## src/source/wb_pkg.sv

```systemverilog
package wb_pkg;

    localparam int PIX_W       = 8;  // one colour sample
    localparam int RECIP_W     = 32; // reciprocal width, value is 2^32 / avg
    localparam int RECIP_SHIFT = 32; // fraction bits dropped after the gain product
    localparam int WB_LATENCY  = 3;  // pixel in to pixel out, in cycles
    localparam int COORD_W     = 16; // coordinate field width in coord_t

    typedef struct packed {
        logic vsync;
        logic hsync;
        logic de;
    } sync_t;

    typedef struct packed {
        logic [COORD_W-1:0] x;
        logic [COORD_W-1:0] y;
    } coord_t;

    // floor(2^32 / avg), saturated to all ones when the quotient would not fit
    function automatic logic [RECIP_W-1:0] recip_of(input logic [PIX_W-1:0] avg);
        logic [RECIP_W:0] num;
        logic [RECIP_W:0] den;
        logic [RECIP_W:0] quo;
        num = {1'b1, {RECIP_W{1'b0}}};
        den = (RECIP_W + 1)'(avg);
        if (avg < PIX_W'(2)) begin
            return '1; // avg 0 or 1
        end
        quo = num / den;
        return quo[RECIP_W-1:0];
    endfunction

endpackage : wb_pkg
```

## src/source/frame_stats.sv

```systemverilog
`timescale 1ns/1ps

module frame_stats import wb_pkg::*; #(
    parameter int H_ACT = 1280,
    parameter int V_ACT = 720
) (
    input  logic             clk,
    input  logic             i_rst,
    input  logic             i_vsync,
    input  logic             i_de,
    input  logic [PIX_W-1:0] i_r,
    input  logic [PIX_W-1:0] i_g,
    input  logic [PIX_W-1:0] i_b,
    output logic [PIX_W-1:0] o_avg_r,
    output logic [PIX_W-1:0] o_avg_g,
    output logic [PIX_W-1:0] o_avg_b,
    output logic [PIX_W-1:0] o_k
);

    localparam int FRAME_TOTAL = H_ACT * V_ACT;
    localparam int TRIM_BITS   = $clog2(FRAME_TOTAL);
    localparam int SUM_W       = TRIM_BITS + PIX_W; // holds a whole frame of 255s

    logic             vsync_d;
    logic             vsync_rise;
    logic [SUM_W-1:0] sum_r;
    logic [SUM_W-1:0] sum_g;
    logic [SUM_W-1:0] sum_b;
    logic [PIX_W+1:0] avg_total;

    assign vsync_rise = i_vsync && !vsync_d;
    assign avg_total  = (PIX_W + 2)'(o_avg_r) + (PIX_W + 2)'(o_avg_g) + (PIX_W + 2)'(o_avg_b);

    always_ff @(posedge clk) begin
        if (i_rst) begin
            vsync_d <= 1'b0;
            sum_r   <= '0;
            sum_g   <= '0;
            sum_b   <= '0;
            o_avg_r <= '0;
            o_avg_g <= '0;
            o_avg_b <= '0;
            o_k     <= '0;
        end else begin
            vsync_d <= i_vsync;
            if (vsync_rise) begin
                o_avg_r <= sum_r[SUM_W-1:TRIM_BITS]; // truncating average
                o_avg_g <= sum_g[SUM_W-1:TRIM_BITS];
                o_avg_b <= sum_b[SUM_W-1:TRIM_BITS];
                sum_r   <= '0;
                sum_g   <= '0;
                sum_b   <= '0;
            end else if (i_de) begin
                sum_r <= sum_r + SUM_W'(i_r);
                sum_g <= sum_g + SUM_W'(i_g);
                sum_b <= sum_b + SUM_W'(i_b);
            end
            o_k <= PIX_W'(avg_total / 3); // gray target, lags averages by one cycle
        end
    end

endmodule : frame_stats

```

## config.mk

```make
export PLATFORM = sky130hd
export DESIGN_NAME = frame_stats
export DESIGN_NICKNAME = d
export VERILOG_FILES = /design/src/source/wb_pkg.sv /design/src/source/frame_stats.sv
export SDC_FILE = /design/constraint.sdc
export NUM_CORES = 1
export LEC_CHECK = 0
export ABC_CLOCK_PERIOD_IN_PS = 5300
export BUFFER_PORTS_ARGS = -buffer_cell sky130_fd_sc_hd__buf_2
export CAP_MARGIN = 30
export CELL_PAD_IN_SITES_DETAIL_PLACEMENT = 0
export CELL_PAD_IN_SITES_GLOBAL_PLACEMENT = 2
export CORE_ASPECT_RATIO = 1.4
export CORE_MARGIN = 1
export CORE_UTILIZATION = 33
export DETAILED_ROUTE_END_ITERATION = 16
export HOLD_SLACK_MARGIN = 0.12
export PLACE_DENSITY = 0.8
export SLEW_MARGIN = 40
export SYNTH_ARGS = -nofsm -noshare
export SYNTH_HDL_FRONTEND = slang
export SYNTH_SLANG_ARGS = --single-unit
```

## constraint.sdc

```tcl
create_clock -name clk -period 5.3 [get_ports clk]
set_clock_uncertainty 0.2 [all_clocks]
set_input_delay 1.06 -clock clk [delete_from_list [all_inputs] [get_ports clk]]
set_output_delay 1.06 -clock clk [all_outputs]
set_load 0.02 [all_outputs]
```

Yosys cells after proc, flatten, opt, wreduce, memory -nomap -nowiden:

Cells that the tools add are included.

* divide/modulo/power cells: 1
* reduce and logical (&&, ||, !) cells: 3
* add/subtract/negate cells: 5

Operators by type and width (count)
* $add A28 B8 Y28: 3
* $div A10 B2 Y32 const B: 1
* $add A9 B8 Y10: 1
* $add A8 B8 Y9: 1
* $reduce_or A2 Y1: 1
* $logic_and A1 B1 Y1: 1
* $logic_not A1 Y1: 1

* word-level logic and storage cells: 17
* register bits after elaboration: 117
* output and inout port bits: 32

Depth between registers and ports, before layout:

* word-level depth: 3
* mapped depth: 25

Worst setup path before layout:

OpenSTA, ideal clock, no wires.

* kind: reg2reg
* from: reg o_avg_r[1]
* to: reg o_k[0]
* cell stages (with the launch flop): 25
* arrival time: 5.689 ns
* period minus slack after synthesis: 6.018 ns
* setup slack: -0.718 ns
* required time: 4.971 ns
* cells stage by stage: dfxtp_1 inv_1 fa_1 inv_1 ha_1 fa_1 a21oi_1 o211a_4 nor2_2 o21bai_2 inv_1 ha_1 or4b_4 a21oi_2 a21o_1 nor3_2 a211oi_2 buf_6 nand3_1 a31oi_4 ha_1 a311oi_1 o211ai_1 o32ai_1 a31oi_1

* word-level cells in the longest chain between the ends: 3

RTL lines
* start, declared: line frame_stats.sv:14 `output logic [PIX_W-1:0] o_avg_r,`
* start signal, assigned: line frame_stats.sv:47 `o_avg_r <= sum_r[SUM_W-1:TRIM_BITS];`
* $add A8 B8 Y9: line frame_stats.sv:32 `assign avg_total = (PIX_W + 2)'(o_avg_r) + (PIX_W + 2)'(o_avg_g) + (PIX_W + 2)'(o_avg_b);`
* $add A9 B8 Y10: line frame_stats.sv:32
* $div A10 B2 Y32: line frame_stats.sv:58 `o_k <= PIX_W'(avg_total / 3);`
* end signal, assigned: line frame_stats.sv:58
* end, declared: line frame_stats.sv:17 `output logic [PIX_W-1:0] o_k`

No other way between the ends.
A chain may end at the register's enable or synchronous reset.

Worst setup path after layout:

* from: reg o_avg_b[1]
* to: reg o_k[0]

* word-level cells in the longest chain between the ends: 2

RTL lines
* start, declared: line frame_stats.sv:16 `output logic [PIX_W-1:0] o_avg_b,`
* start signal, assigned: line frame_stats.sv:49 `o_avg_b <= sum_b[SUM_W-1:TRIM_BITS];`
* $add A9 B8 Y10: line frame_stats.sv:32
* $div A10 B2 Y32: line frame_stats.sv:58

No other way between the ends.

==> impl_metrics.json <==
{
  "crit_path_top_delay_cell": "fa_1",
  "clk_latency_ns": 0.42,
  "clockBufferDepth": 2,
  "overflow": 0,
  "cts_sinks": 117,
  "post_drt_via_cell_ratio": 4.83,
  "grt_max_degree": 43,
  "cts_buffers": 17,
  "ys.flop_type": "dfxtp_1",
  "async_flop_share_pct": 0,
  "max_stage_delay_ns": 0.54,
  "ys_warn_count": 0,
  "path_cells": "inv_2 > fa_1 > inv_2 > ha_4 > fa_2 > a21oi_4 > o211a_4 > nor2_4 > o21bai_4 > inv_2 > ha_4 > or4b_4 > a21oi_4 > buf_4 > a21oi_4 > a21oi_2 > a211oi_4 > or2_4 > a31oi_4 > ha_4 > a311oi_2 > o211ai_1 > o32ai_1 > a31oi_1",
  "fin_crit_sh_pct": 99.0,
  "worst_slew_pin_slew_ns": 0.710,
  "vias": 5650,
  "antenna_found_initial": 0,
  "slew_headroom_pct": 52.7,
  "end_kind": "flip-flop",
  "htreeDepth": 4,
  "drive_above_1_share_pct": 22.4,
  "path_buf_inv": 4,
  "fill_cells": 2040,
  "hold_path_class": "flip-flop to flip-flop",
  "power_density_mw_per_mm2": 260,
  "post-place-ws_ns": -0.121,
  "final_util_pct": 42.1,
  "gp_congestion": 0.859,
  "cts_tree": "yes",
  "path_class": "flip-flop to flip-flop",
  "syn_area_mm2": 0.00663,
  "track_usage_pct": 16.2,
  "synth.top_cell.area_share_pct": 35.3,
  "io_buffers": 59,
  "worstPathRequired_ns": 5.37,
  "syn_area_per_cell_um2": 8.23,
  "leakage_uw": 0.00339,
  "io_pins": 60,
  "dieArea_mm2": 0.0207,
  "fp.dieH_um": 170,
  "wl_per_cell_um": 13.7,
  "cts_root_buffer": "clkbuf_16",
  "peakVddDrop_v": 0.000215,
  "synthDistinctLibCells": 74,
  "nNetsFinal": 978,
  "drt-total-wl_um": 16000,
  "grt_pass1_wl_um": 26200,
  "worst_ep_arrival_time_ns": 5.32,
  "cap_violations": 0,
  "path_max_fanout": 5,
  "finalNonFillerCells": 1169,
  "synth-edff-count": 0,
  "synthTopCellsByArea": "dfxtp_1 35%, ha_1 6.2%, nor2_1 6.2%",
  "drt_iter0_drc": 186,
  "drc": 0,
  "placementRows": 61,
  "clkSlewWorstSetupHoldPaths_ns": 0.06,
  "setup_tns_ns": 0,
  "rsz0062_at_grt": "true",
  "ys_ff_latch": 117,
  "cp_top_family": "compound AO/OA/AOI/OAI gates",
  "initial_core_util_pct": 33.5,
  "antenna_cells": 0,
  "synth_top_area_cell": "dfxtp_1",
  "area_growth_pct": 25.5,
  "dp_cells": 1135,
  "ys_seq_area_share_pct": 35.3,
  "core_area_mm2": 0.0198,
  "setup_viol": 0,
  "dp_hpwl_um": 11800,
  "status": "completed",
  "start_kind": "flip-flop",
  "ant_nets": 0,
  "grt_pass1_vias": 5601,
  "synth_nets": 878,
  "synthCells": 805,
  "die_width_um": 122,
  "maxSlewViolCount": 0,
  "hold_violations": 0,
  "fmax_ghz": 0.191,
  "finalCriticalPeriod_ns": 5.25,
  "firstDrtPassIters": 4,
  "worst_slack_ns": 0.0528
}
## per-layer routing
layer | vias up | global-route usage, % | share of wire (%)
met4 | 0 | 7.68 | 2.4
met3 | 29 | 3.19 | 2.5
met5 | - | 0 | 0
li1 | 2935 | - | -
met1 | 2596 | 17.4 | 43
met2 | 90 | 29.7 | 52
## synthesized netlist by cell type, types with 3 or more instances
cell type / n
a211oi_1: 5
a21o_1: 6
a21oi_1: 69
a311oi_1: 3
a31oi_1: 4
and2_1: 6
and3_1: 7
and4_1: 5
buf_1: 4
buf_2: 6
buf_6: 3
clkbuf_1: 21
dfxtp_1: 117
fa_1: 12
ha_1: 33
inv_1: 53
mux2i_1: 5
nand2_1: 87
nand3_1: 36
nand3b_1: 4
nand4_1: 10
nor2_1: 109
nor2b_1: 12
nor3_1: 14
nor3b_1: 3
nor4_1: 3
o2111a_1: 3
o21ai_0: 27
o21bai_2: 3
or2_2: 3
or3_1: 6
xnor2_1: 35
xor2_1: 35
## repair_timing
action	in CTS	in global routing
pin swaps	11	20
buffers inserted	1	2
setup endpoints to repair	1	1
gates cloned	0	0
hold buffers	0	0
gates resized for setup	7	18
## flip-flops by register name, indices dropped and copies added, names as in the netlist
register	count
vsync_d	1
o_avg_g	8
sum_b	28
o_k	8
sum_g	28
o_avg_r	8
sum_r	28
o_avg_b	8
## stage by stage
step                      instance area [µm²]  total power (µW)  hold slack (ns)
final                                    8310              2160            0.255
after global routing                     8310              2250            0.288
after CTS                                8190              2200            0.257
after detailed placement                 7570              1060            0.257
after global placement                   7560              1060            0.254
after floorplan                          6710              1020            0.244
## worst paths after layout
path | start | end | cells past startpoint | slack, ns
worst max-delay path | o_avg_b[1] | o_k[0] | 24 | 0.05
worst min-delay path | sum_g[27] | o_avg_g[7] | 2 | 0.25
worst max register to register | o_avg_b[1] | o_k[0] | 24 | 0.05
worst min register to register | sum_g[27] | o_avg_g[7] | 2 | 0.25
## layout by cell type (no fill, tap or decap), drive strengths merged, types with 15 or more instances in the layout
master / synthesis / final
a21oi: 72 / 72
buf: 14 / 116
clkbuf: 21 / 23
dfxtp: 117 / 117
ha: 33 / 33
inv: 55 / 55
nand2: 87 / 87
nand3: 36 / 36
nor2: 111 / 111
nor3: 15 / 15
o21ai: 29 / 29
xnor2: 36 / 36
xor2: 35 / 35
## worst reg2reg max path, cell delays in order (launching register included)
cell and delay (ns):
dfxtp_4 0.34, inv_2 0.04, fa_1 0.54, inv_2 0.04, ha_4 0.17, fa_2 0.37
a21oi_4 0.19, o211a_4 0.19, nor2_4 0.04, o21bai_4 0.14, inv_2 0.07, ha_4 0.26
or4b_4 0.50, a21oi_4 0.14, buf_4 0.13, a21oi_4 0.04, a21oi_2 0.19, a211oi_4 0.09
or2_4 0.27, a31oi_4 0.22, ha_4 0.22, a311oi_2 0.23, o211ai_1 0.12, o32ai_1 0.27
a31oi_1 0.12
## cells by family (layout without fill, tap and decap cells)
group	count (synthesis)	count (layout)	share of synthesized area, %
AO/OA/AOI/OAI	157	157	15.9
flip-flops	117	117	35.3
XOR/XNOR	71	71	9.67
buffers and inverters	90	202	5.61
multiplexers	6	6	0.982
AND/OR/NAND/NOR	318	318	22.5
adder cells (fa/ha/maj)	46	46	10.0
## power by group
| part | total [µW] | switching, µW | internal (µW) |
|---|---|---|---|
| Sequential | 898 | 7.03 | 891 |
| Clock | 1120 | 409 | 716 |
| Combinational | 139 | 81.7 | 57.5 |
| Total | 2160 | 497 | 1660 |
## layout make-up
| cell class | count | area [µm²] | area share [%] |
|---|---|---|---|
| Clock buffer | 23 | 509 | 6.13 |
| Multi-Input combinational cell | 598 | 4130 | 49.6 |
| Tap cell | 252 | 315 | 3.79 |
| Clock inverter | 8 | 71.3 | 0.858 |
| Timing Repair Buffer | 116 | 731 | 8.79 |
| Sequential cell | 117 | 2350 | 28.3 |
| Inverter | 55 | 206 | 2.48 |
No activity file was read; power rests on OpenSTA's default activity.
