===== src/source/wb_pkg.sv =====
package wb_pkg;

    localparam int PIX_W       = 8;  // one colour sample
    localparam int RECIP_W     = 32; // reciprocal width, value is 2^32 / avg
    localparam int RECIP_SHIFT = 32; // fraction bits dropped after the gain product
    localparam int WB_LATENCY  = 3;  // pixel in to pixel out, in cycles
    localparam int COORD_W     = 16; // coordinate field width in coord_t

    typedef struct packed {
        logic vsync;
        logic hsync;
        logic de;
    } sync_t;

    typedef struct packed {
        logic [COORD_W-1:0] x;
        logic [COORD_W-1:0] y;
    } coord_t;

    // floor(2^32 / avg), saturated to all ones when the quotient would not fit
    function automatic logic [RECIP_W-1:0] recip_of(input logic [PIX_W-1:0] avg);
        logic [RECIP_W:0] num;
        logic [RECIP_W:0] den;
        logic [RECIP_W:0] quo;
        num = {1'b1, {RECIP_W{1'b0}}};
        den = (RECIP_W + 1)'(avg);
        if (avg < PIX_W'(2)) begin
            return '1; // avg 0 or 1
        end
        quo = num / den;
        return quo[RECIP_W-1:0];
    endfunction

endpackage : wb_pkg

===== src/source/channel_gain.sv =====
`timescale 1ns/1ps

module channel_gain import wb_pkg::*; (
    input  logic               clk,
    input  logic               i_rst,
    input  logic [PIX_W-1:0]   i_pix,
    input  logic [PIX_W-1:0]   i_k,
    input  logic [RECIP_W-1:0] i_recip,
    output logic [PIX_W-1:0]   o_pix
);

    localparam int PROD1_W = 2 * PIX_W;
    localparam int PROD2_W = PROD1_W + RECIP_W;
    localparam int UPPER_W = PROD2_W - RECIP_SHIFT;
    localparam logic [UPPER_W-1:0] PIX_MAX = UPPER_W'({PIX_W{1'b1}});

    logic [PROD1_W-1:0] prod1;
    logic [PROD2_W-1:0] prod2;
    logic [UPPER_W-1:0] upper;

    assign upper = prod2[PROD2_W-1:RECIP_SHIFT]; // drop the fraction bits

    // pixel * k
    always_ff @(posedge clk) begin
        if (i_rst) begin
            prod1 <= '0;
        end else begin
            prod1 <= PROD1_W'(i_pix) * PROD1_W'(i_k);
        end
    end

    // (pixel * k) * 2^32 / avg
    always_ff @(posedge clk) begin
        if (i_rst) begin
            prod2 <= '0;
        end else begin
            prod2 <= PROD2_W'(prod1) * PROD2_W'(i_recip);
        end
    end

    always_ff @(posedge clk) begin
        if (i_rst) begin
            o_pix <= '0;
        end else if (upper >= PIX_MAX) begin
            o_pix <= {PIX_W{1'b1}}; // clamp at 255
        end else begin
            o_pix <= upper[PIX_W-1:0];
        end
    end

endmodule : channel_gain


===== config.mk =====
export PLATFORM = sky130hd
export DESIGN_NAME = channel_gain
export DESIGN_NICKNAME = d
export VERILOG_FILES = /design/src/source/wb_pkg.sv /design/src/source/channel_gain.sv
export SDC_FILE = /design/constraint.sdc
export NUM_CORES = 1
export LEC_CHECK = 0
export BUFFER_PORTS_ARGS = -buffer_cell sky130_fd_sc_hd__buf_2
export CORE_MARGIN = 1.5
export CORE_UTILIZATION = 40
export CTS_BUF_LIST = sky130_fd_sc_hd__clkbuf_4 sky130_fd_sc_hd__clkbuf_8
export DETAILED_ROUTE_END_ITERATION = 6
export PLACE_DENSITY = 0.51
export SETUP_SLACK_MARGIN = 0.1
export SYNTH_ARGS = -nofsm -noshare
export SYNTH_HDL_FRONTEND = slang
export SYNTH_SLANG_ARGS = --single-unit

===== constraint.sdc =====
create_clock -name clk -period 8.1 [get_ports clk]
set_clock_uncertainty 0.1 [all_clocks]
set_input_delay 0.405 -clock clk [delete_from_list [all_inputs] [get_ports clk]]
set_output_delay 0.405 -clock clk [all_outputs]
set_load 0.02 [all_outputs]

=== Word level (Yosys, flattened, before mapping) ===
Cells that the tools add are included.

* Register bits after elaboration: 72
* Latch bits: 0
* Bits in writable memories: 0
* Bits in read-only memories: 0
* Input port bits: 50
* Output and inout bits: 8
* Word-level logic and storage cells: 7
* Memories kept: 0

* $add $sub $neg: 0
* Multipliers: 2
* Div/mod/pow operators: 0
* Order comparisons: 1
* Equal/unequal tests: 0
* Shift operators: 0
* Multiplexer cells: 1
* Bitwise operators: 0
* Reductions and logical operators: 0

{| class="wikitable"
|+ Operator list
! kind !! number
|-
| $mul A16 B32 Y48 || 1
|-
| $ge A16 B8 Y1 const B || 1
|-
| $mul A8 B8 Y16 || 1
|-
| $mux W8 || 1
|}

=== Longest topological paths before layout ===
Gate-level depths: netlist (run 1).

* Depth after elaboration: 2
* Depth in mapped cells: 25
* Gate-level depth less buffers: 24

=== Worst setup path before layout (run 1) ===
OpenSTA, ideal clock, no wires.

* Kind: in2reg
* From: input i_recip[18]
* To: register prod2[41]
* Library setup time: 0.128 ns
* Data arrival time: 5.655 ns
* Data required time: 7.872 ns
* Setup slack: 2.217 ns
* Stages on the path: 22
* Buffers on the path: 1
* Cells stage by stage: clkbuf_1 nand2_1 fa_1 fa_1 fa_1 inv_1 fa_1 fa_1 inv_1 fa_1 inv_1 ha_1 a211oi_1 nor2_1 o311ai_1 nand3_1 o21ai_0 a21oi_1 a21o_1 a21oi_1 xor2_1 nor2_1

* Cells in the longest elaborated chain, start to end: 1

{| class="wikitable"
|+ RTL lines
! item !! RTL line !! text
|-
| from (decl) || channel_gain.sv:8 || <nowiki>input logic [RECIP_W-1:0] i_recip,</nowiki>
|-
| $mul A16 B32 Y48 || channel_gain.sv:37 || <nowiki>prod2 <= PROD2_W'(prod1) * PROD2_W'(i_recip);</nowiki>
|-
| to (signal assigned) || channel_gain.sv:37 ||
|-
| to (decl) || channel_gain.sv:18 || <nowiki>logic [PROD2_W-1:0] prod2;</nowiki>
|}

No other way between the ends.
A chain may end at the register's enable or synchronous reset.

=== Worst setup path in the final report (run 1) ===
* From: register prod1[1]
* To: register prod2[45]

* Cells in the longest elaborated chain, start to end: 1

{| class="wikitable"
|+ RTL lines
! item !! RTL line !! text
|-
| from (decl) || channel_gain.sv:17 || <nowiki>logic [PROD1_W-1:0] prod1;</nowiki>
|-
| from (signal assigned) || channel_gain.sv:28 || <nowiki>prod1 <= PROD1_W'(i_pix) * PROD1_W'(i_k);</nowiki>
|-
| $mul A16 B32 Y48 || channel_gain.sv:37 ||
|}

No other way between the ends.

==> metrics.md, run 1 <==
| Metric | Value |
|---|---|
| Required time of the worst setup path | 8210 ps |
| Die area | 46500 um^2 |
| Clock Root Buffer | clkbuf_8 |
| Number of distinct standard cells referenced by the synthesized netlist | 46 |
| Clock tree from TritonCTS | done |
| Wire length reported by the detailed router | 44400 um |
| Final setup violating endpoints | 0 |
| Share of layout cells above drive strength 1 | 4.84% |
| Cell total after placement | 2607 |
| Number of CTS-inserted buffers | 5 |
| Primary FF master, synth | dfxtp_1 |
| Avg Cell Area, Syn | 8.94 um^2 |
| Proportion of synthesized flip-flops having asynchronous set or reset | 0% |
| Worst setup slack after placement | 995 ps |
| Total number of vias | 12.7k |
| # Max-Cap Violations | 0 |
| Cell types occupying the most area after synthesis | fa_1 (50%), ha_1 (11%), inv_1 (10%) |
| Number of antenna violations at the first check in global routing | 0 |
| GRT met3 Usage | 1.82% |
| Max-slew headroom at the worst pin | 36.6% |
| Most used cells in the layout excluding fill and tap cells | inv_1 (499), fa_1 (453), nand2_1 (346), and2_1 (246), ha_1 (153) |
| Final critical-path share of the clock period | 88.1% |
| Most frequent standard cell in the layout excluding fill and tap cells | inv_1 |
| Highest Clock Rate | 140 MHz |
| Routed vias/inst | 4.86 |
| Routability-driven placement congestion ratio | 0.839 |
| TNS Setup | 0 ps |
| Number of rows in the core area | 77 |
| Depth of the worst hold-timing path | 3 |
| Boundary Pins | 58 |
| Sort of element at the end of the critical path | flop |
| Final setup slack of the worst path | 964 ps |
| Ant diodes | 0 |
| Area taken by flip-flops and latches | 801 um^2 |
| Share of the core filled with cells | 42.9% |
| Via count of the first global-routing pass | 14.5k |
| Count of mapped cells out of synthesis | 2022 |
| Final std cells w/o fill | 2615 |
| Outcome | complete, no violations |
| Die outline width | 216 um |
| Capture instance of the worst register-to-register path | prod2[45] |
| Worst setup SP type | flop |
| Pin count of the biggest net entering global routing | 47 |
| Post-synthesis net count | 2678 |
| Worst-Margin Slew | 950 ps |
| Seq cells post-synth | 40 |
| Filler Cell Count | 4492 |
| Antenna-violating nets left | 0 |
| Sequential share of the synthesized area | 4.43% |
| Dominant cell type by area after synthesis | fa_1 |
| Buffers inserted by post-CTS timing repair | 0 |
| Data arrival, critical path | 7240 ps |
| Routing usage on met2 | 36.8% |
| Cts-stage hold buffer count | 0 |
| GRT overflow | 0 |
| HP Class | input pin to flop |
| Number of nets in the layout | 2678 |
| Clock period minus final worst setup slack | 7140 ps |
| Share of the synthesized area in the top cell type | 50.2% |
| DRC violations left | 0 |
| Placeable core region | 44400 um^2 |
| Met1 GRT Util | 26.7% |
| Effective utilization at floorplan | 40.7% |
| RSZ-0062 raised after global routing | no |
| Number of max-slew violations in the final report | 0 |
| Total Routing Usage GR | 20.4% |
| Worst-skew pair later-pin latency | 300 ps |
| Post-CTS clock slew at the launch and capture registers of the worst setup and hold paths | 80 ps |
| R2R cell count | 21 |
| Clock sink total | 40 |
| End point of the most critical hold path | prod1[0] |
| Warnings from Yosys | 0 |
| Worst setup slack for register-to-register paths | 960 ps |
| Mapped Area | 18100 um^2 |
| First-pass GRT wire length | 75700 um |
| Number of synthesized flops with an enable pin | 0 |
| DRT iter0 DRCs | 452 |
| Die Ht | 216 um |
| Area growth from synthesis to layout | 5.44% |
| Number of optimization iterations in the first detailed-route pass | 6 |
| Launch instance of the worst min-delay path | i_pix[0] |
| Final Hold Vio Count | 0 |
| Final HPWL from detailed placement | 36000 um |
| Category of the critical setup timing path | flop to flop |
| Launch instance of the worst register-to-register path | prod1[1] |
| Mean routed wirelength per cell | 17.0 um |
| Multi-input combinational cell area | 15100 um^2 |
| Clock tree buffer depth | 2 |
| I/O Buffers | 57 |
| Largest driver fanout on the critical path | 20 |
| Most heavily used metal layer in global routing | met2 |
| CTS-repair resized insts | 0 |
| H-Tree Depth | 2 |
-- per-layer routing --
layer  wire [um]  vias to the layer above
li1            -                     5809
met1       19300                     6567
met2       22700                      267
met3        1630                       61
met4         803                        0
met5           0                        -
-- critical path, stage by stage, from the launching register on --
cell and delay [ps]:
dfxtp_1 920, nand2_1 190, fa_1 550, fa_1 520, fa_1 510, inv_1 60, fa_1 530, fa_1 500
inv_1 50, fa_1 480, inv_1 40, ha_1 300, a211oi_1 240, nor2_1 80, o311ai_1 490, nand3_1 290
o21bai_1 290, a21boi_1 120, o21ai_1 180, a21o_1 190, nand2_1 90, a221oi_1 290
-- layout make-up --
type | count | share of cell area (%)
Timing Repair Buffer | 79 | 2.36
Clock inverter | 3 | 0.243
Clock buffer | 5 | 0.361
Sequential cell | 40 | 4.20
Tap cell | 592 | 3.89
Inverter | 499 | 9.83
Multi-Input combinational cell | 1397 | 79.1
-- stage by stage --
| step | hold slack (ps) | area [um^2] |
|---|---|---|
| after floorplan | 325 | 18100 |
| after global placement | 350 | 18900 |
| after global routing | 314 | 19100 |
| after detailed placement | 339 | 18900 |
| final | 300 | 19100 |
| after CTS | 296 | 19100 |
-- state kept, by name (all words and copies together) (netlist names) --
| name | count |
|---|---|
| o_pix | 8 |
| prod2 | 16 |
| prod1 | 16 |
-- cells in the mapped netlist (5+ instances only) --
master	n
a21oi_1	28
inv_1	499
xnor2_1	16
a211oi_1	6
o21ai_0	8
nor3_1	8
nor2b_1	7
nor2_1	38
nand2_1	346
nand2b_1	6
a21o_1	13
ha_1	153
fa_1	453
clkbuf_1	85
xor2_1	5
dfxtp_1	40
and2_1	246
nand4_1	7
-- worst max-delay path by stage --
stage / from / endpoint / slack (ps) / cells after the start
after floorplan: i_recip[18] / prod2[41] / 2220 / 22
after global placement: prod1[1] / prod2[43] / 1040 / 21
after detailed placement: prod1[1] / prod2[45] / 1000 / 21
after CTS: prod1[1] / prod2[45] / 960 / 21
after global routing: prod1[1] / prod2[44] / 510 / 21
final: prod1[1] / prod2[45] / 960 / 21
-- kinds of logic (layout without fill, tap and decap cells) --
family | count (synthesis) | in the layout | share of synthesized area (%)
and+or+nand+nor | 673 | 673 | 17.9
adders and majority gates | 606 | 606 | 60.8
buffers and inverters | 585 | 586 | 12.1
AOI/OAI and AO/OA | 95 | 95 | 3.57
DFF | 40 | 40 | 4.43
xor gates and xnor gates | 21 | 21 | 1.02
muxes | 2 | 2 | 0.125
Power of run 1 is left out: the tool's default activity adds up to more than one toggle a clock period on the data nets, which glitch-free logic cannot reach.
==> inputs of run 2 (changes only) <==
Settings changed: CORE_UTILIZATION 40 to 67, HOLD_SLACK_MARGIN from default to 0.06, PLACE_DENSITY 0.51 to 0.81, SLEW_MARGIN from default to 20.
==> run 2 against run 1 <==
Net effect: die area down 40%; count of clock-buffer cells in the layout is the same; cell area down 2.0%; sequential cell count did not move; worst setup slack better by 94 ps; non-clock buffer count shrank 9; critical endpoint unchanged; critical path depth is 1 higher; wire length decreased by 7.4%; largest cell class unchanged; global-route usage grew 12 points.
==> metrics.md, run 2 (synthesis results as in run 1) <==
| Metric | Value |
|---|---|
| Outcome | complete, no violations |
| DRC violations left | 0 |
| Data arrival, critical path | 7160 ps |
| Met1 GRT Util | 40.2% |
| Total Routing Usage GR | 32.2% |
| Area growth from synthesis to layout | 3.32% |
| Slowest cell on the critical path | dfxtp_1 |
| Final HPWL from detailed placement | 33300 um |
| Clock tree buffer depth | 2 |
| Cts-stage hold buffer count | 0 |
| Most frequent standard cell in the layout excluding fill and tap cells | inv_1 |
| Number of gates on the worst path with buffers counted | 22 |
| H-Tree Depth | 2 |
| Number of antenna violations at the first check in global routing | 0 |
| Crit path buffers/inverters | 4 |
| Post-route design area | 18700 um^2 |
| Number of max-slew violations in the final report | 0 |
| Routing usage on met2 | 56.8% |
| Area taken by flip-flops and latches | 806 um^2 |
| Clock sink total | 40 |
| Pin count of the biggest net entering global routing | 47 |
| Placeable core region | 26300 um^2 |
| Antenna-violating nets left | 0 |
| Timing endpoint of the critical path | prod2[45] |
| Final setup violating endpoints | 0 |
| Final Hold Vio Count | 0 |
| Filler Cell Count | 2004 |
| Final critical-path share of the clock period | 86.9% |
| CTS-repair resized insts | 0 |
| Largest registers ranked by flip-flop count | prod1: 16 flops, prod2: 16 flops, o_pix: 8 flops |
| Clock period minus final worst setup slack | 7040 ps |
| Sort of element at the end of the critical path | flop |
| # Max-Cap Violations | 0 |
| Wire length reported by the detailed router | 41100 um |
| Worst setup SP type | flop |
| Routed vias/inst | 5.59 |
| Routability-driven placement congestion ratio | 0.919 |
| Start point of the critical path | prod1[12] |
| Boundary Pins | 58 |
| Category of the critical setup timing path | flop to flop |
| HP Class | input pin to flop |
| Multi-input combinational cell area | 15100 um^2 |
| I/O Buffers | 57 |
| Critical Path Most Common Cell | fa_1 |
| DRT iter0 DRCs | 697 |
| Total number of vias | 13.1k |
| Capture instance of the worst register-to-register path | prod2[45] |
| Buffers inserted by post-CTS timing repair | 0 |
| Mean routed wirelength per cell | 17.5 um |
| GRT overflow | 0 |
| Effective utilization at floorplan | 68.8% |
| Number of rows in the core area | 59 |
| Final std cells w/o fill | 2349 |
| Clock Root Buffer | clkbuf_8 |
| First-pass GRT wire length | 71600 um |
| RSZ-0062 raised after global routing | no |
| R2R cell count | 22 |
| Most heavily used metal layer in global routing | met2 |
| Highest Clock Rate | 142 MHz |
| Largest driver fanout on the critical path | 18 |
| Post-CTS clock slew at the launch and capture registers of the worst setup and hold paths | 90 ps |
| Number of optimization iterations in the first detailed-route pass | 5 |
| DP Area | 18600 um^2 |
| Most used cells in the layout excluding fill and tap cells | inv_1 (499), fa_1 (453), nand2_1 (346), and2_1 (246), ha_1 (153) |
| Worst-Margin Slew | 1150 ps |
| Worst setup slack for register-to-register paths | 1060 ps |
| Clock tree from TritonCTS | done |
| Max-slew headroom at the worst pin | 23.1% |
| Share of layout cells above drive strength 1 | 4.62% |
| Die outline width | 167 um |
| Cell total after placement | 2341 |
| Die Ht | 167 um |
| Die area | 28000 um^2 |
| Worst-skew pair later-pin latency | 310 ps |
| Required time of the worst setup path | 8220 ps |
| Delay of the slowest cell on the worst path | 900 ps |
| GRT met3 Usage | 4.82% |
| Launch instance of the worst register-to-register path | prod1[12] |
| Cell chain of the critical path | buf_4 -> nand2_1 -> fa_1 -> inv_1 -> fa_1 -> fa_1 -> fa_1 -> fa_1 -> inv_1 -> fa_1 -> inv_1 -> ha_1 -> a211oi_1 -> nor2_1 -> o311ai_1 -> nand3_1 -> o21bai_1 -> a21boi_1 -> o21ai_1 -> a21o_1 -> nand2_1 -> a221oi_1 |
| Kind of cell adding the most delay to the critical path | adder cells |
| TNS Setup | 0 ps |
| Via count of the first global-routing pass | 15.0k |
| Ant diodes | 0 |
| Number of CTS-inserted buffers | 5 |
| Number of nets in the layout | 2669 |
==> run 2: stage by stage <==
stage | hold WS (ps) | util [%] | setup slack (ps)
2_1_floorplan | 325 | - | 2220
3_3_place_gp | 347 | 70.6 | 1190
3_5_place_dp | 340 | 70.6 | 1140
4_1_cts | 281 | 71.0 | 1110
5_1_grt | 287 | 71.1 | 669
6_report | 299 | 71.1 | 1060
==> run 2: worst min path at each step <==
stage,slack [ps],to,from,depth (start not counted)
3_3_place_gp,350,o_pix[6],prod2[38],2
2_1_floorplan,330,o_pix[1],prod2[33],2
5_1_grt,290,prod1[0],i_pix[0],3
4_1_cts,280,prod1[0],i_pix[0],3
6_report,300,prod1[0],i_pix[0],3
3_5_place_dp,340,o_pix[2],prod2[34],2
==> run 2: per-layer routing <==
layer  vias to the layer above  part of all wire, %
li1                       5801                    -
met1                      6660                   38
met2                       542                   50
met3                       137                  7.3
met4                         0                  4.1
met5                         -                    0
==> run 2: worst reg2reg max path: cells and delay by family (launching register included) <==
kind / cells / cell delay, ps
compound gates: 7 / 1570
simple gates: 4 / 570
fa+ha+maj: 7 / 3250
flops: 1 / 900
buf+inv: 4 / 590
==> run 2: layout make-up <==
class | count | share of cell area (%)
sequential | 40 | 4.31
clock buffer | 5 | 0.369
inverter | 499 | 10.0
clock inverter | 3 | 0.248
tap | 335 | 2.24
timing repair buffer | 70 | 2.05
multi-input combinational | 1397 | 80.7
Power of run 2 is left out for the same reason.
==> inputs of run 3 (changes only) <==
Settings changed: CORE_ASPECT_RATIO from default to 0.8.
==> run 3 against run 2 <==
Net effect: count of clock-buffer cells in the layout unchanged; global-route usage rose by 0.91 points; via count is 0.20% higher; wire length up 2.1%; worst setup slack better by 87 ps; largest cell class unchanged; final cell count is 1.2% higher; die area barely moved; non-clock buffer count grew 6; cell area grew 0.36%; critical path depth unchanged.
==> metrics.md, run 3 (synthesis results as in run 1) <==
| Metric | Value |
|---|---|
| Worst-skew pair later-pin latency | 320 ps |
| Clock tree buffer depth | 2 |
| Number of max-slew violations in the final report | 0 |
| Worst-Margin Slew | 1090 ps |
| Cell total after placement | 2369 |
| Mean routed wirelength per cell | 17.6 um |
| Most used cells in the layout excluding fill and tap cells | inv_1 (499), fa_1 (453), nand2_1 (346), and2_1 (246), ha_1 (153) |
| Filler Cell Count | 2047 |
| Category of the critical setup timing path | flop to flop |
| Clock sink total | 40 |
| # Max-Cap Violations | 0 |
| Final critical-path share of the clock period | 85.9% |
| Number of rows in the core area | 53 |
| CTS-repair resized insts | 0 |
| Total Routing Usage GR | 33.1% |
| First-pass GRT wire length | 72800 um |
| Buffers inserted by post-CTS timing repair | 0 |
| Via count of the first global-routing pass | 14.7k |
| Routability-driven placement congestion ratio | 0.907 |
| Total number of vias | 13.2k |
| Effective utilization at floorplan | 68.5% |
| HP Class | input pin to flop |
| Ant diodes | 0 |
| RSZ-0062 raised after global routing | no |
| Clock period minus final worst setup slack | 6960 ps |
| Highest Clock Rate | 144 MHz |
| Outcome | complete, no violations |
| Number of CTS-inserted buffers | 5 |
| Max-slew headroom at the worst pin | 27.3% |
| Share of layout cells above drive strength 1 | 4.70% |
| Die Ht | 150 um |
| Most frequent standard cell in the layout excluding fill and tap cells | inv_1 |
| Cts-stage hold buffer count | 0 |
| Final setup violating endpoints | 0 |
| Area taken by flip-flops and latches | 801 um^2 |
| Clock Root Buffer | clkbuf_8 |
| Placeable core region | 26400 um^2 |
| Largest registers ranked by flip-flop count | prod1: 16 flops, prod2: 16 flops, o_pix: 8 flops |
| Die outline width | 187 um |
| Multi-input combinational cell area | 15100 um^2 |
| Wire length reported by the detailed router | 41900 um |
| Pin count of the biggest net entering global routing | 47 |
| TNS Setup | 0 ps |
| I/O Buffers | 57 |
| Largest driver fanout on the critical path | 14 |
| Required time of the worst setup path | 8180 ps |
| Data arrival, critical path | 7030 ps |
| Clock tree from TritonCTS | done |
| Number of antenna violations at the first check in global routing | 0 |
| Area growth from synthesis to layout | 3.69% |
| Worst setup SP type | flop |
| Routed vias/inst | 5.54 |
| Final Hold Vio Count | 0 |
| Antenna-violating nets left | 0 |
| Final std cells w/o fill | 2377 |
| DRT iter0 DRCs | 745 |
| Number of nets in the layout | 2675 |
| Sort of element at the end of the critical path | flop |
| Worst setup slack for register-to-register paths | 1140 ps |
| Boundary Pins | 58 |
| Number of optimization iterations in the first detailed-route pass | 5 |
| DRC violations left | 0 |
| Post-CTS clock slew at the launch and capture registers of the worst setup and hold paths | 90 ps |
| H-Tree Depth | 2 |
| GRT overflow | 0 |
| Die area | 28000 um^2 |
| Final HPWL from detailed placement | 33300 um |
==> run 3: cell count changes in the layout (fill, tap and decap cells not counted) <==
cell	before	now
dfxtp_1	36	40
buf_4	13	19
dfxtp_2	4	0
==> run 3: metrics by stage <==
step / hold WS [ps] / setup WS, ps / area [um^2] / utilization, %
2_1_floorplan: 325 / 2220 / 18100 / -
5_1_grt: 297 / 780 / 18700 / 71.0
6_report: 294 / 1140 / 18700 / 71.0
4_1_cts: 285 / 1230 / 18700 / 71.0
3_3_place_gp: 350 / 1410 / 18600 / 70.6
3_5_place_dp: 351 / 1270 / 18600 / 70.6
==> run 3: layout make-up <==
type | instances | share of cell area [%]
sequential | 40 | 4.27
multi-input combinational | 1397 | 80.5
timing repair buffer | 76 | 2.28
tap | 357 | 2.38
inverter | 499 | 9.99
clock inverter | 3 | 0.247
clock buffer | 5 | 0.367
==> run 3: per-layer routing <==
| layer | global-route usage [%] | wire (um) | vias to the layer above | share of wire [%] |
|---|---|---|---|---|
| li1 | - | - | 5806 | - |
| met1 | 44.3 | 16400 | 6625 | 39 |
| met2 | 55.1 | 20100 | 629 | 48 |
| met3 | 6.97 | 4170 | 106 | 9.9 |
| met4 | 9.88 | 1270 | 0 | 3.0 |
| met5 | 0 | 0 | - | 0 |
==> run 3: critical path, cell delays in order, from the launching register on <==
cell	delay, ps
dfxtp_1	840
buf_4	340
nand2_1	110
fa_1	440
inv_1	130
fa_1	440
fa_1	630
fa_1	460
fa_1	490
inv_1	50
fa_1	470
inv_1	40
ha_1	300
a211oi_1	240
nor2_1	70
o311ai_1	280
nand3_1	250
o21ai_0	310
a21oi_1	190
a211oi_2	310
a21oi_1	130
xnor2_1	150
nor2_1	50
==> run 3: worst paths after layout <==
kind	startpoint	end	cells after the start
max reg2reg	prod1[7]	prod2[44]	22
min	i_pix[0]	prod1[0]	3
min reg2reg	prod2[36]	o_pix[4]	2
max	prod1[7]	prod2[44]	22
Power of run 3 is left out for the same reason.
